### config.mk
export PLATFORM = sky130hd
export DESIGN_NAME = peripheral_unit
export DESIGN_NICKNAME = d
export VERILOG_FILES = /design/src/logic/periph_pkg.sv /design/src/logic/pin_pkg.sv /design/src/logic/periph_regfile.sv /design/src/logic/periph_timer.sv /design/src/logic/pwm_modulator.sv /design/src/logic/pin_mux.sv /design/src/logic/peripheral_unit.sv
export SDC_FILE = /design/constraint.sdc
export NUM_CORES = 1
export LEC_CHECK = 0
export BUFFER_PORTS_ARGS = -buffer_cell sky130_fd_sc_hd__buf_2
export CAP_MARGIN = 40
export CELL_PAD_IN_SITES_DETAIL_PLACEMENT = 1
export CELL_PAD_IN_SITES_GLOBAL_PLACEMENT = 2
export CORE_MARGIN = 3
export CORE_UTILIZATION = 39
export CTS_BUF_LIST = sky130_fd_sc_hd__clkbuf_16
export DETAILED_ROUTE_END_ITERATION = 7
export HOLD_SLACK_MARGIN = 0.08
export PLACE_DENSITY_LB_ADDON = 0.1
export SETUP_SLACK_MARGIN = 0.02
export SLEW_MARGIN = 0
export SYNTH_ARGS = -nofsm -noshare
export SYNTH_HDL_FRONTEND = slang
export SYNTH_SLANG_ARGS = --single-unit
### constraint.sdc
create_clock -name i_clk -period 3.4 [get_ports i_clk]
set_input_delay 0.68 -clock i_clk [delete_from_list [all_inputs] [get_ports i_clk]]
set_output_delay 0.68 -clock i_clk [all_outputs]
set_load 0.02 [all_outputs]
### src/logic/periph_pkg.sv
`default_nettype none

package periph_pkg;

   // Core bus
   localparam int DATA_W = 32;
   localparam int BE_W = 4;
   localparam logic [DATA_W-1:0] BASE_ADDR = 32'h1000_0000;

   localparam int TIM_W = 64;

   // Timer registers
   localparam logic [DATA_W-1:0] OFS_TIM_CTRL = 32'h00;
   localparam logic [DATA_W-1:0] OFS_TIM_THRESH_L = 32'h04;
   localparam logic [DATA_W-1:0] OFS_TIM_THRESH_H = 32'h08;
   localparam logic [DATA_W-1:0] OFS_TIM_OUT_L = 32'h0C;
   localparam logic [DATA_W-1:0] OFS_TIM_OUT_H = 32'h10;

   // PWM registers with one divider and setpoint pair per channel
   localparam logic [DATA_W-1:0] OFS_PWM_EN = 32'h1C;
   localparam logic [DATA_W-1:0] OFS_PWM_DIV_0 = 32'h20;
   localparam logic [DATA_W-1:0] OFS_PWM_SET_0 = 32'h24;
   localparam int PWM_STRIDE = 8;

   // GPIO registers
   localparam logic [DATA_W-1:0] OFS_GPIO_SEL = 32'h40;
   localparam logic [DATA_W-1:0] OFS_GPIO_OUT = 32'h44;
   localparam logic [DATA_W-1:0] OFS_GPIO_IN = 32'h48;
   localparam logic [DATA_W-1:0] OFS_GPIO_OE = 32'h4C;

   // Timer control bits
   localparam int TIM_EN_BIT = 0;
   localparam int TIM_IRQ_BIT = 1;

   localparam int PWM_DIV_W = 8;

endpackage

`default_nettype wire

### src/logic/pin_pkg.sv
`default_nettype none

package pin_pkg;

   // Select field per pad
   localparam int SEL_W = 2;

   // Pad source codes
   localparam logic [SEL_W-1:0] SEL_GPIO = 2'd0;
   localparam logic [SEL_W-1:0] SEL_PWM = 2'd1;
   localparam logic [SEL_W-1:0] SEL_TIMER = 2'd2;

   // Parked pad, driven low
   localparam logic [SEL_W-1:0] SEL_LOW = 2'd3;

endpackage

`default_nettype wire

### src/logic/periph_regfile.sv
`timescale 1ns/10ps
`default_nettype none

module periph_regfile #(
   parameter logic [periph_pkg::DATA_W-1:0] START_ADDR = periph_pkg::BASE_ADDR,
   parameter int NUM_PINS = 8,
   parameter int NUM_PWM = 2,
   parameter int MOD_WIDTH = 8
) (
   input  wire                                         i_clk,
   input  wire                                         i_reset,
   input  wire                                         i_req,
   input  wire                                         i_we,
   input  wire [periph_pkg::DATA_W-1:0]                i_addr,
   input  wire [periph_pkg::DATA_W-1:0]                i_wdata,
   input  wire [periph_pkg::BE_W-1:0]                  i_be,
   input  wire [periph_pkg::TIM_W-1:0]                 i_tim_count,
   input  wire                                         i_tim_irq,
   input  wire [NUM_PINS-1:0]                          i_gpio_in,
   output logic                                        o_gnt,
   output logic                                        o_rvalid,
   output logic [periph_pkg::DATA_W-1:0]               o_rdata,
   output logic                                        o_tim_en,
   output logic [periph_pkg::TIM_W-1:0]                o_tim_thresh,
   output logic                                        o_tim_clear,
   output logic [NUM_PWM-1:0]                          o_pwm_en,
   output logic [NUM_PWM*periph_pkg::PWM_DIV_W-1:0]    o_pwm_div,
   output logic [NUM_PWM*MOD_WIDTH-1:0]                o_pwm_set,
   output logic [NUM_PINS*pin_pkg::SEL_W-1:0]          o_gpio_sel,
   output logic [NUM_PINS-1:0]                         o_gpio_out,
   output logic [NUM_PINS-1:0]                         o_gpio_oe
);

   localparam int DW = periph_pkg::DATA_W;
   localparam int DIV_W = periph_pkg::PWM_DIV_W;
   localparam int SEL_BITS = NUM_PINS * pin_pkg::SEL_W;

   logic [DW-1:0] offs;
   logic          wr_en;
   logic          rd_en;
   logic [DW-1:0] rd_mux;

   // Lanes with a set strobe take the new byte
   function automatic logic [DW-1:0] be_merge(
      input logic [DW-1:0]                 old_val,
      input logic [DW-1:0]                 new_val,
      input logic [periph_pkg::BE_W-1:0]   be
   );
      logic [DW-1:0] res;
      res = old_val;
      for (int b = 0; b < periph_pkg::BE_W; b++) begin
         if (be[b]) begin
            res[8*b +: 8] = new_val[8*b +: 8];
         end
      end
      return res;
   endfunction

   ////////////////////////////////////////////////////////////
   // Bus handshake
   ////////////////////////////////////////////////////////////

   assign offs = i_addr - START_ADDR;
   assign wr_en = i_req & i_we;
   assign rd_en = i_req & ~i_we;
   assign o_gnt = i_req;

   // Any write to the control word restarts the count
   assign o_tim_clear = wr_en && (offs == periph_pkg::OFS_TIM_CTRL);

   always_ff @(posedge i_clk) begin
      if (i_reset) begin
         o_rvalid <= 1'b0;
      end else begin
         o_rvalid <= i_req;
      end
   end

   always_ff @(posedge i_clk) begin
      o_rdata <= rd_en ? rd_mux : '0;
   end

   ////////////////////////////////////////////////////////////
   // Register storage
   ////////////////////////////////////////////////////////////

   always_ff @(posedge i_clk) begin
      if (i_reset) begin
         o_tim_en <= 1'b0;
         o_tim_thresh <= '0;
         o_pwm_en <= '0;
         o_pwm_div <= '0;
         o_pwm_set <= '0;
         o_gpio_sel <= '0;
         o_gpio_out <= '0;
         o_gpio_oe <= '0;
      end else if (wr_en) begin
         case (offs)
            periph_pkg::OFS_TIM_CTRL: begin
               if (i_be[periph_pkg::TIM_EN_BIT / 8]) begin
                  o_tim_en <= i_wdata[periph_pkg::TIM_EN_BIT];
               end
            end
            periph_pkg::OFS_TIM_THRESH_L:
               o_tim_thresh[DW-1:0] <= be_merge(o_tim_thresh[DW-1:0], i_wdata, i_be);
            periph_pkg::OFS_TIM_THRESH_H:
               o_tim_thresh[2*DW-1:DW] <= be_merge(o_tim_thresh[2*DW-1:DW], i_wdata, i_be);
            periph_pkg::OFS_PWM_EN:
               o_pwm_en <= NUM_PWM'(be_merge(o_pwm_en, i_wdata, i_be));
            periph_pkg::OFS_GPIO_SEL:
               o_gpio_sel <= SEL_BITS'(be_merge(o_gpio_sel, i_wdata, i_be));
            periph_pkg::OFS_GPIO_OUT:
               o_gpio_out <= NUM_PINS'(be_merge(o_gpio_out, i_wdata, i_be));
            periph_pkg::OFS_GPIO_OE:
               o_gpio_oe <= NUM_PINS'(be_merge(o_gpio_oe, i_wdata, i_be));
            default: ;
         endcase
         for (int n = 0; n < NUM_PWM; n++) begin
            if (offs == periph_pkg::OFS_PWM_DIV_0 + periph_pkg::PWM_STRIDE * n) begin
               o_pwm_div[n*DIV_W +: DIV_W] <=
                  DIV_W'(be_merge(o_pwm_div[n*DIV_W +: DIV_W], i_wdata, i_be));
            end
            if (offs == periph_pkg::OFS_PWM_SET_0 + periph_pkg::PWM_STRIDE * n) begin
               o_pwm_set[n*MOD_WIDTH +: MOD_WIDTH] <=
                  MOD_WIDTH'(be_merge(o_pwm_set[n*MOD_WIDTH +: MOD_WIDTH], i_wdata, i_be));
            end
         end
      end
   end

   // Read-back mux with zero for holes in the map
   always_comb begin
      rd_mux = '0;
      case (offs)
         periph_pkg::OFS_TIM_CTRL: begin
            rd_mux[periph_pkg::TIM_EN_BIT] = o_tim_en;
            rd_mux[periph_pkg::TIM_IRQ_BIT] = i_tim_irq;
         end
         periph_pkg::OFS_TIM_THRESH_L: rd_mux = o_tim_thresh[DW-1:0];
         periph_pkg::OFS_TIM_THRESH_H: rd_mux = o_tim_thresh[2*DW-1:DW];
         periph_pkg::OFS_TIM_OUT_L:    rd_mux = i_tim_count[DW-1:0];
         periph_pkg::OFS_TIM_OUT_H:    rd_mux = i_tim_count[2*DW-1:DW];
         periph_pkg::OFS_PWM_EN:       rd_mux[NUM_PWM-1:0] = o_pwm_en;
         periph_pkg::OFS_GPIO_SEL:     rd_mux[SEL_BITS-1:0] = o_gpio_sel;
         periph_pkg::OFS_GPIO_OUT:     rd_mux[NUM_PINS-1:0] = o_gpio_out;
         periph_pkg::OFS_GPIO_IN:      rd_mux[NUM_PINS-1:0] = i_gpio_in;
         periph_pkg::OFS_GPIO_OE:      rd_mux[NUM_PINS-1:0] = o_gpio_oe;
         default: ;
      endcase
      for (int n = 0; n < NUM_PWM; n++) begin
         if (offs == periph_pkg::OFS_PWM_DIV_0 + periph_pkg::PWM_STRIDE * n) begin
            rd_mux[DIV_W-1:0] = o_pwm_div[n*DIV_W +: DIV_W];
         end
         if (offs == periph_pkg::OFS_PWM_SET_0 + periph_pkg::PWM_STRIDE * n) begin
            rd_mux[MOD_WIDTH-1:0] = o_pwm_set[n*MOD_WIDTH +: MOD_WIDTH];
         end
      end
   end

endmodule

`default_nettype wire

### src/logic/periph_timer.sv
`timescale 1ns/10ps
`default_nettype none

module periph_timer (
   input  wire                           i_clk,
   input  wire                           i_reset,
   input  wire                           i_en,
   input  wire                           i_clear,
   input  wire [periph_pkg::TIM_W-1:0]   i_thresh,
   output logic [periph_pkg::TIM_W-1:0]  o_count,
   output logic                          o_irq
);

   ////////////////////////////////////////////////////////////
   // Free-running count
   ////////////////////////////////////////////////////////////

   always_ff @(posedge i_clk) begin
      if (i_reset) begin
         o_count <= '0;
      end else if (i_clear) begin
         o_count <= '0;
      end else if (i_en) begin
         o_count <= o_count + 1'b1;
      end
   end

   // Compare on the current count, so irq trails it by one cycle
   always_ff @(posedge i_clk) begin
      if (i_reset) begin
         o_irq <= 1'b0;
      end else begin
         o_irq <= i_en && !i_clear && (o_count >= i_thresh);
      end
   end

endmodule

`default_nettype wire

### src/logic/pwm_modulator.sv
`timescale 1ns/10ps
`default_nettype none

module pwm_modulator #(
   parameter int NUM_PWM = 2,
   parameter int MOD_WIDTH = 8
) (
   input  wire                                       i_clk,
   input  wire                                       i_reset,
   input  wire [NUM_PWM-1:0]                         i_en,
   input  wire [NUM_PWM*periph_pkg::PWM_DIV_W-1:0]   i_div,
   input  wire [NUM_PWM*MOD_WIDTH-1:0]               i_set,
   output logic [NUM_PWM-1:0]                        o_pwm
);

   localparam int DIV_W = periph_pkg::PWM_DIV_W;

   for (genvar n = 0; n < NUM_PWM; n++) begin : g_chan
      logic [DIV_W-1:0]     presc;
      logic [MOD_WIDTH-1:0] phase;

      // Phase steps once per div+1 cycles and wraps on its own width
      always_ff @(posedge i_clk) begin
         if (i_reset || !i_en[n]) begin
            presc <= '0;
            phase <= '0;
         end else if (presc >= i_div[n*DIV_W +: DIV_W]) begin
            presc <= '0;
            phase <= phase + 1'b1;
         end else begin
            presc <= presc + 1'b1;
         end
      end

      // Disabled channel sits low
      assign o_pwm[n] = i_en[n] && (phase < i_set[n*MOD_WIDTH +: MOD_WIDTH]);
   end

endmodule

`default_nettype wire

### src/logic/pin_mux.sv
`timescale 1ns/10ps
`default_nettype none

module pin_mux #(
   parameter int NUM_PINS = 8,
   parameter int NUM_PWM = 2
) (
   input  wire                                  i_clk,
   input  wire                                  i_reset,
   input  wire [NUM_PINS*pin_pkg::SEL_W-1:0]    i_sel,
   input  wire [NUM_PINS-1:0]                   i_gpio_out,
   input  wire [NUM_PINS-1:0]                   i_gpio_oe,
   input  wire [NUM_PWM-1:0]                    i_pwm,
   input  wire                                  i_timer_irq,
   input  wire [NUM_PINS-1:0]                   i_io_in,
   output logic [NUM_PINS-1:0]                  o_gpio_in,
   output logic [NUM_PINS-1:0]                  o_io_out,
   output logic [NUM_PINS-1:0]                  o_io_oeb_n
);

   localparam int SEL_W = pin_pkg::SEL_W;

   logic [NUM_PINS-1:0] pad_oe;

   // Pad source per select code
   always_comb begin
      for (int p = 0; p < NUM_PINS; p++) begin
         pad_oe[p] = 1'b1;
         case (i_sel[p*SEL_W +: SEL_W])
            pin_pkg::SEL_GPIO: begin
               o_io_out[p] = i_gpio_out[p];
               pad_oe[p] = i_gpio_oe[p];
            end
            pin_pkg::SEL_PWM:   o_io_out[p] = i_pwm[p % NUM_PWM];
            pin_pkg::SEL_TIMER: o_io_out[p] = i_timer_irq;
            default:            o_io_out[p] = 1'b0;
         endcase
      end
   end

   assign o_io_oeb_n = ~pad_oe;

   // Pad sampling for the GPIO input register
   always_ff @(posedge i_clk) begin
      if (i_reset) begin
         o_gpio_in <= '0;
      end else begin
         o_gpio_in <= i_io_in;
      end
   end

endmodule

`default_nettype wire

### src/logic/peripheral_unit.sv
`timescale 1ns/10ps
`default_nettype none

module peripheral_unit #(
   parameter logic [periph_pkg::DATA_W-1:0] START_ADDR = periph_pkg::BASE_ADDR,
   parameter int NUM_PINS = 8,
   parameter int NUM_PWM = 2,
   parameter int MOD_WIDTH = 8
) (
   input  wire                            i_clk,
   input  wire                            i_reset,
   input  wire                            i_req,
   input  wire                            i_we,
   input  wire [periph_pkg::DATA_W-1:0]   i_addr,
   input  wire [periph_pkg::DATA_W-1:0]   i_wdata,
   input  wire [periph_pkg::BE_W-1:0]     i_be,
   input  wire [NUM_PINS-1:0]             i_io_in,
   output logic                           o_gnt,
   output logic                           o_rvalid,
   output logic [periph_pkg::DATA_W-1:0]  o_rdata,
   output logic                           o_timer_intr,
   output logic [NUM_PINS-1:0]            o_io_out,
   output logic [NUM_PINS-1:0]            o_io_oeb_n
);

   logic                                      tim_en;
   logic [periph_pkg::TIM_W-1:0]              tim_thresh;
   logic                                      tim_clear;
   logic [periph_pkg::TIM_W-1:0]              tim_count;
   logic [NUM_PWM-1:0]                        pwm_en;
   logic [NUM_PWM*periph_pkg::PWM_DIV_W-1:0]  pwm_div;
   logic [NUM_PWM*MOD_WIDTH-1:0]              pwm_set;
   logic [NUM_PWM-1:0]                        pwm_out;
   logic [NUM_PINS*pin_pkg::SEL_W-1:0]        gpio_sel;
   logic [NUM_PINS-1:0]                       gpio_out;
   logic [NUM_PINS-1:0]                       gpio_oe;
   logic [NUM_PINS-1:0]                       gpio_in;

   ////////////////////////////////////////////////////////////
   // Register file on the core bus
   ////////////////////////////////////////////////////////////

   periph_regfile #(
      .START_ADDR (START_ADDR),
      .NUM_PINS   (NUM_PINS),
      .NUM_PWM    (NUM_PWM),
      .MOD_WIDTH  (MOD_WIDTH)
   ) regfile_i (
      .i_clk        (i_clk),
      .i_reset      (i_reset),
      .i_req        (i_req),
      .i_we         (i_we),
      .i_addr       (i_addr),
      .i_wdata      (i_wdata),
      .i_be         (i_be),
      .i_tim_count  (tim_count),
      .i_tim_irq    (o_timer_intr),
      .i_gpio_in    (gpio_in),
      .o_gnt        (o_gnt),
      .o_rvalid     (o_rvalid),
      .o_rdata      (o_rdata),
      .o_tim_en     (tim_en),
      .o_tim_thresh (tim_thresh),
      .o_tim_clear  (tim_clear),
      .o_pwm_en     (pwm_en),
      .o_pwm_div    (pwm_div),
      .o_pwm_set    (pwm_set),
      .o_gpio_sel   (gpio_sel),
      .o_gpio_out   (gpio_out),
      .o_gpio_oe    (gpio_oe)
   );

   ////////////////////////////////////////////////////////////
   // Timer and PWM side by side feeding the pad mux
   ////////////////////////////////////////////////////////////

   periph_timer timer_i (
      .i_clk    (i_clk),
      .i_reset  (i_reset),
      .i_en     (tim_en),
      .i_clear  (tim_clear),
      .i_thresh (tim_thresh),
      .o_count  (tim_count),
      .o_irq    (o_timer_intr)
   );

   pwm_modulator #(
      .NUM_PWM   (NUM_PWM),
      .MOD_WIDTH (MOD_WIDTH)
   ) pwm_i (
      .i_clk   (i_clk),
      .i_reset (i_reset),
      .i_en    (pwm_en),
      .i_div   (pwm_div),
      .i_set   (pwm_set),
      .o_pwm   (pwm_out)
   );

   pin_mux #(
      .NUM_PINS (NUM_PINS),
      .NUM_PWM  (NUM_PWM)
   ) pin_mux_i (
      .i_clk       (i_clk),
      .i_reset     (i_reset),
      .i_sel       (gpio_sel),
      .i_gpio_out  (gpio_out),
      .i_gpio_oe   (gpio_oe),
      .i_pwm       (pwm_out),
      .i_timer_irq (o_timer_intr),
      .i_io_in     (i_io_in),
      .o_gpio_in   (gpio_in),
      .o_io_out    (o_io_out),
      .o_io_oeb_n  (o_io_oeb_n)
   );

endmodule

`default_nettype wire

==> results of run 1 <==
[state kept, by name, indices dropped and copies added, names as in the netlist]
register,count
regfile_i.o_rvalid,1
regfile_i.o_gpio_out,8
regfile_i.o_pwm_set,16
pin_mux_i.o_gpio_in,8
regfile_i.o_pwm_div,16
regfile_i.o_gpio_oe,8
pwm_i.g_chan.presc,16
regfile_i.o_pwm_en,2
regfile_i.o_gpio_sel,16
pwm_i.g_chan.phase,16
regfile_i.o_rdata,32
regfile_i.o_tim_thresh,64
timer_i.o_count,64
regfile_i.o_tim_en,1
timer_i.o_irq,1
[layout make-up]
class / count / area share, %
sequential: 269 / 32.8
tap: 455 / 3.47
clock buffer: 35 / 5.33
multi-input combinational: 1225 / 48.3
inverter: 106 / 2.42
clock inverter: 18 / 0.945
timing repair buffer: 184 / 6.77
[timing repair]
| action | CTS | global route |
|---|---|---|
| cloned | 0 | 0 |
| gates resized for setup | 1 | 3 |
| setup endpoints to repair | 3 | 3 |
[worst reg2reg max path, delay by kind of cell (launching register included)]
family	cells	cell delay, ns
and+or+nand+nor	7	1.79
buffers and inverters	1	0.20
DFF	1	0.55
[cell usage in the layout (no fill, tap or decap), types with 18 or more instances in the layout]
cell type  synthesis  final
dfxtp_1          269    269
o21ai_0           31     31
nand3_1           89     89
clkbuf_16          0     35
xor2_1            61     61
buf_4              5     52
buf_2             17    128
inv_1            106    113
nand4_1           41     41
and3_1            18     18
a21oi_1          146    146
nor3_1            25     25
mux2i_1           49     49
nand2_1          216    216
ha_1              99     99
nor2_1           175    175
xnor2_1           28     28
a22oi_1           59     59
nand2b_1          20     20
[synthesized netlist by cell type, types with 5 or more instances]
cell	count
buf_4	5
a21o_1	10
nor2_1	175
buf_2	17
nand2b_1	20
a211oi_1	6
mux2i_1	49
nor2b_1	13
a21oi_1	146
nand3_1	89
nor4_4	6
nand3_2	5
o211ai_1	5
ha_1	99
o2111ai_1	5
a22oi_1	59
nor4_1	7
and4_1	11
and2_1	5
o22ai_1	15
nor3_1	25
clkbuf_1	49
xor2_1	61
xnor2_1	28
nand2_1	216
and3_1	18
nor4_2	5
dfxtp_1	269
nand4_1	41
o21ai_0	31
inv_1	106
a222oi_1	14
a221oi_1	7
or2_2	5
[where the power goes]
part,leakage (nW),internal (mW),switching [mW]
registers,2.17,3.16,0.00210
logic,3.47,0.0623,0.143
clock network,0.534,2.07,1.40
total,6.17,5.29,1.54
[through the flow]
| step | area, sq um | hold slack (ns) |
|---|---|---|
| 6_report | 16400 | 0.362 |
| 5_1_grt | 16400 | 0.367 |
| 4_1_cts | 16400 | 0.338 |
| 3_5_place_dp | 15400 | 0.455 |
| 3_3_place_gp | 15400 | 0.442 |
| 2_1_floorplan | 14000 | 0.432 |
[worst paths after layout]
kind,cells past startpoint,startpoint,endpoint
setup / recovery,9,regfile_i.o_pwm_set[9],o_io_out[3]
hold / removal,2,i_io_in[4],pin_mux_i.o_gpio_in[4]
setup reg to reg,8,timer_i.o_count[6],timer_i.o_count[58]
hold reg to reg,2,regfile_i.o_pwm_set[15],regfile_i.o_pwm_set[15]
[metal layers]
layer | vias to the layer above | routed length (um) | GRT usage (%)
li1 | 6175 | - | -
met4 | 0 | 1910 | 10.3
met5 | - | 0 | 0
met2 | 325 | 23400 | 43.6
met1 | 6273 | 21900 | 33.2
met3 | 98 | 2120 | 2.95
[cells by family after synthesis]
family	count (synthesis)	synth area share (%)
AND/OR/NAND/NOR	664	23.5
AO/OA/AOI/OAI	324	14.8
flip-flops	269	38.5
buffers and inverters	180	5.17
adder cells (fa/ha/maj)	99	8.86
XOR/XNOR	89	5.57
multiplexers	49	3.51
==> metrics.yaml, run 1 <==
h-tree-depth: 2
core_sq_um: 35000
synth_area_per_cell_sq_um: 8.35
nets: 1999
ctsHoldBuffers: 0
cts_buffers: 34
cts_tree: "built"
worst_pin_slew_ns: 0.957
fin_ws_ns: 0.161
cts_max_path_buffers: 3
crit_slowest_cell: "dfxtp_1"
pre_cts_ws_ns: 0.397
crit_path_max_incr_delay_ns: 0.34
finalSetupTns_ns: 0
yosysWarnings: 0
rows: 68
clock-sinks: 269
hp-class: "primary input to flop"
grt_first_pass_wirelength_mm: 77.5
p_per_area_nw_per_um2: 416
dpl.cell_count: 2239
synth_enable_flop_cells: 0
wl_per_cell_um: 21.5
first_global_vias: 13400
layout.cells.non_filler: 2292
ys_types: 64
worstPathCellList: "inv_1, ha_1, a21o_1, a21o_1, a21oi_1, o2111ai_1, buf_4, o22ai_1, buf_4"
worstPathRequired_ns: 2.72
max_clock_freq_mhz: 309
dp_hpwl_mm: 37.2
ir_worst_vdd_uv: 392
synth-seq-cells: 269
period_share_pct: 95.3
finalClockSkew_ns: 0.0156
cts_setup_buffers: 0
insertion_delay_ns: 0.54
vias: 12900
drv_cap: 0
regArea_sq_um: 5390
slew_headroom_pct: 36.1
worst-path-buf-inv: 3
critical_path_class: "flop to output pin"
final_layout_size_suffix_gt1_share_pct: 14.6
dieArea_sq_um: 38200
total_power_mw: 6.83
p_leak_nw: 6.17
postRouteAntennaNets: 0
vias_per_cell: 5.62
synth_top_cell_area_share_pct: 38.5
grt_setup_unrepaired: "no"
finalMaxSlewViolations: 0
post-synth-top-area-cell: "dfxtp_1"
chipWidth_um: 195
crit_arrival_ns: 2.56
netlist_instances: 1674
clkSlewWorstSetupHoldPaths_ns: 0.06
dr.first_iter.drc_count: 889
syn_to_final_growth_pct: 17.4
grt_start_max_net_pins: 61
final-setup-viol-count: 0
gp_congestion: 0.887
crit_fanout: 4
die_h_um: 195
fill_cells: 4216
track_usage_pct: 25.7
final_hold_viol_count: 0
insertedDiodeCount: 0
critPathCaptureType: "output pin"
port_buffers: 130
ios: 131
ys.flop_type: "dfxtp_1"
period_needed_ns: 3.24
cp-start-kind: "flop"
root_buffer: "clkbuf_16"
multiInputGateArea_sq_um: 7930
first_pass_iters: 8
grt.overflow.total: 0
critPathTopFamily: "compound AO/OA/AOI/OAI gates"
fin_util_pct: 47.0
synth_nets: 1853
wirelength_mm: 49.4
drc: 0
synthesis.area_sq_um: 14000
ff2ff_setup_slack_ns: 0.80
status: "finished clean"
yosysSeqAreaShare_pct: 38.5
async_reset_ff_share_pct: 0
antenna_found_initial: 0
synth_area_leaders: "dfxtp_1 39%, ha_1 8.9%, nand2_1 5.8%, a21oi_1 5.2%, nor2_1 4.7%"
start_util_pct: 40.0
Note: power is estimated with default switching activity, not from simulation.
==> run 2, diff against run 1 <==
--- a/config.mk
+++ b/config.mk
@@ -19,4 +19,5 @@
 export SLEW_MARGIN = 0
 export SYNTH_ARGS = -nofsm -noshare
 export SYNTH_HDL_FRONTEND = slang
+export SYNTH_HIERARCHICAL = 1
 export SYNTH_SLANG_ARGS = --single-unit
==> run 2 against run 1 <==
- cell area is 1.8% higher
- setup slack better by 0.0049 ns
- power is 0.43% lower
- sequential power hardly changed
- clock skew is 0.0075 ns lower
- critical path depth is 1 higher
- sequential share of layout area is 0.58 points lower
- critical path type unchanged
- highest routed layer unchanged
==> metrics.yaml, run 2 <==
post-synth-top-area-cell: "dfxtp_1"
crit_fanout: 4
die_h_um: 198
grt_setup_unrepaired: "no"
crit_arrival_ns: 2.55
insertion_delay_ns: 0.58
period_needed_ns: 3.23
synth_area_per_cell_sq_um: 8.15
grt_start_max_net_pins: 100
postRouteAntennaNets: 0
synth_common_cells: "313 x nand2_1, 269 x dfxtp_1, 206 x a21oi_1"
wirelength_mm: 51.9
grt.overflow.total: 0
root_buffer: "clkbuf_16"
first_global_vias: 14200
dp_hpwl_mm: 38.3
rows: 69
ios: 131
final_layout_size_suffix_gt1_share_pct: 14.8
grt_first_pass_wirelength_mm: 80.4
critical_path_class: "flop to output pin"
chipWidth_um: 198
fin_ws_ns: 0.166
synth_area_leaders: "dfxtp_1 37%, ha_1 8.6%, nand2_1 8.2%, a21oi_1 7.2%, nor2_1 2.9%"
synth_enable_flop_cells: 0
nets: 2074
drv_cap: 0
synth_nets: 1943
cts_max_path_buffers: 3
cts_buffers: 31
reg.largest.list: "regfile_i/o_tim_thresh x64, timer_i/o_count x64, regfile_i/o_rdata x32"
gp_congestion: 0.893
yosysSeqAreaShare_pct: 37.4
netlist_instances: 1764
finalMaxSlewViolations: 0
critPathCaptureType: "output pin"
worst_pin_slew_ns: 0.840
ctsHoldBuffers: 0
cts_setup_buffers: 0
status: "finished clean"
syn_to_final_growth_pct: 16.3
synthesis.area_sq_um: 14400
worstPathRequired_ns: 2.72
pre_cts_ws_ns: 0.199
antenna_found_initial: 0
clkSlewWorstSetupHoldPaths_ns: 0.06
yosysWarnings: 6
mostFrequentLayoutCells: "313 x nand2_1, 268 x dfxtp_1, 206 x a21oi_1"
p_per_area_nw_per_um2: 407
fill_cells: 4341
yosys.cell_count.top_type: "nand2_1"
clock-sinks: 269
final-setup-viol-count: 0
dieArea_sq_um: 39200
vias: 13700
first_pass_iters: 6
final_hold_viol_count: 0
layout_commonest_cell: "nand2_1"
slew_headroom_pct: 43.5
ys_types: 81
port_buffers: 130
start_util_pct: 40.0
whs_ns: 0.306
cts_tree: "built"
ys.flop_type: "dfxtp_1"
core_sq_um: 35900
cp-start-kind: "flop"
synth_top_cell_area_share_pct: 37.4
wl_per_cell_um: 21.8
max_clock_freq_mhz: 309
vias_per_cell: 5.76
finalSetupTns_ns: 0
finalClockSkew_ns: 0.00811
cts_resized: 0
ir_worst_vdd_uv: 378
async_reset_ff_share_pct: 0
track_usage_pct: 26.0
hp-class: "primary input to flop"
drc: 0
synth-seq-cells: 269
period_share_pct: 95.1
h-tree-depth: 1
dr.first_iter.drc_count: 787
insertedDiodeCount: 0
p_leak_nw: 5.98
[run 2: changes by cell type after synthesis, moves of 20 or more]
| cell | change |
|---|---|
| nand2_1 | +97 |
| nor2_1 | -65 |
| a21oi_1 | +60 |
| nand3_1 | -37 |
| xor2_1 | -36 |
| or3_1 | +26 |
| o21ai_0 | +24 |
| mux2i_1 | -20 |
[run 2: cell type report]
cell class,instances,area (sq um),share of cell area (%)
Clock buffer,31,776,4.64
Multi-Input combinational cell,1311,8240,49.3
Tap cell,461,577,3.45
Sequential cell,269,5390,32.2
Clock inverter,26,256,1.53
Timing Repair Buffer,181,1100,6.60
Inverter,101,379,2.27
[run 2: routing by layer]
layer / up-vias / GRT usage, % / share of wire [%]
li1: 6536 / - / -
met1: 6800 / 33.5 / 44
met2: 299 / 45.5 / 49
met3: 83 / 3.52 / 4.1
met4: 0 / 7.76 / 3.1
met5: - / 0 / 0
[run 2: where the power goes]
part           internal, mW  leakage [nW]  switching [mW]  total (mW)
Combinational        0.0650          3.31           0.149       0.214
Sequential             3.16          2.17         0.00195        3.16
Clock                  2.03         0.508            1.40        3.43
Total                  5.25          5.98            1.55        6.80
[run 2: worst max-delay path, stage by stage, from the launching register on]
cell      delay (ns)
dfxtp_2         0.35
inv_1           0.05
ha_1            0.28
a21o_1          0.17
a211oi_2        0.23
nor3_1          0.08
a211oi_1        0.19
buf_4           0.22
nand2_1         0.06
o22ai_1         0.14
buf_2           0.19
[run 2: kinds of logic after synthesis]
| group | after synthesis | synth area share, % |
|---|---|---|
| buffers and inverters | 184 | 5.36 |
| DFF | 269 | 37.4 |
| xor gates and xnor gates | 54 | 3.29 |
| adders and majority gates | 99 | 8.61 |
| and+or+nand+nor | 718 | 25.4 |
| muxes | 30 | 2.10 |
| AOI/OAI and AO/OA | 410 | 17.8 |
[run 2: final timing paths]
path,to,slack [ns],start,cells after the start
worst max-delay path,o_io_out[7],0.17,regfile_i/o_pwm_set[9],10
worst min-delay path,pin_mux_i/o_gpio_in[3],0.31,i_io_in[3],2
worst max register to register,timer_i/o_count[63],0.72,timer_i/o_count[2],6
worst min register to register,regfile_i/o_pwm_set[12],0.47,regfile_i/o_pwm_set[12],2
[run 2: metrics by stage]
stage / area (sq um) / util [%] / power [mW] / std cells
floorplan: 14400 / - / 3.32 / 1764
global placement: 15700 / 43.6 / 3.44 / 2323
detailed placement: 15700 / 43.6 / 3.44 / 2323
CTS: 16700 / 46.5 / 6.89 / 2380
global route: 16700 / 46.6 / 7.02 / 2380
finish: 16700 / 46.6 / 6.80 / 2380
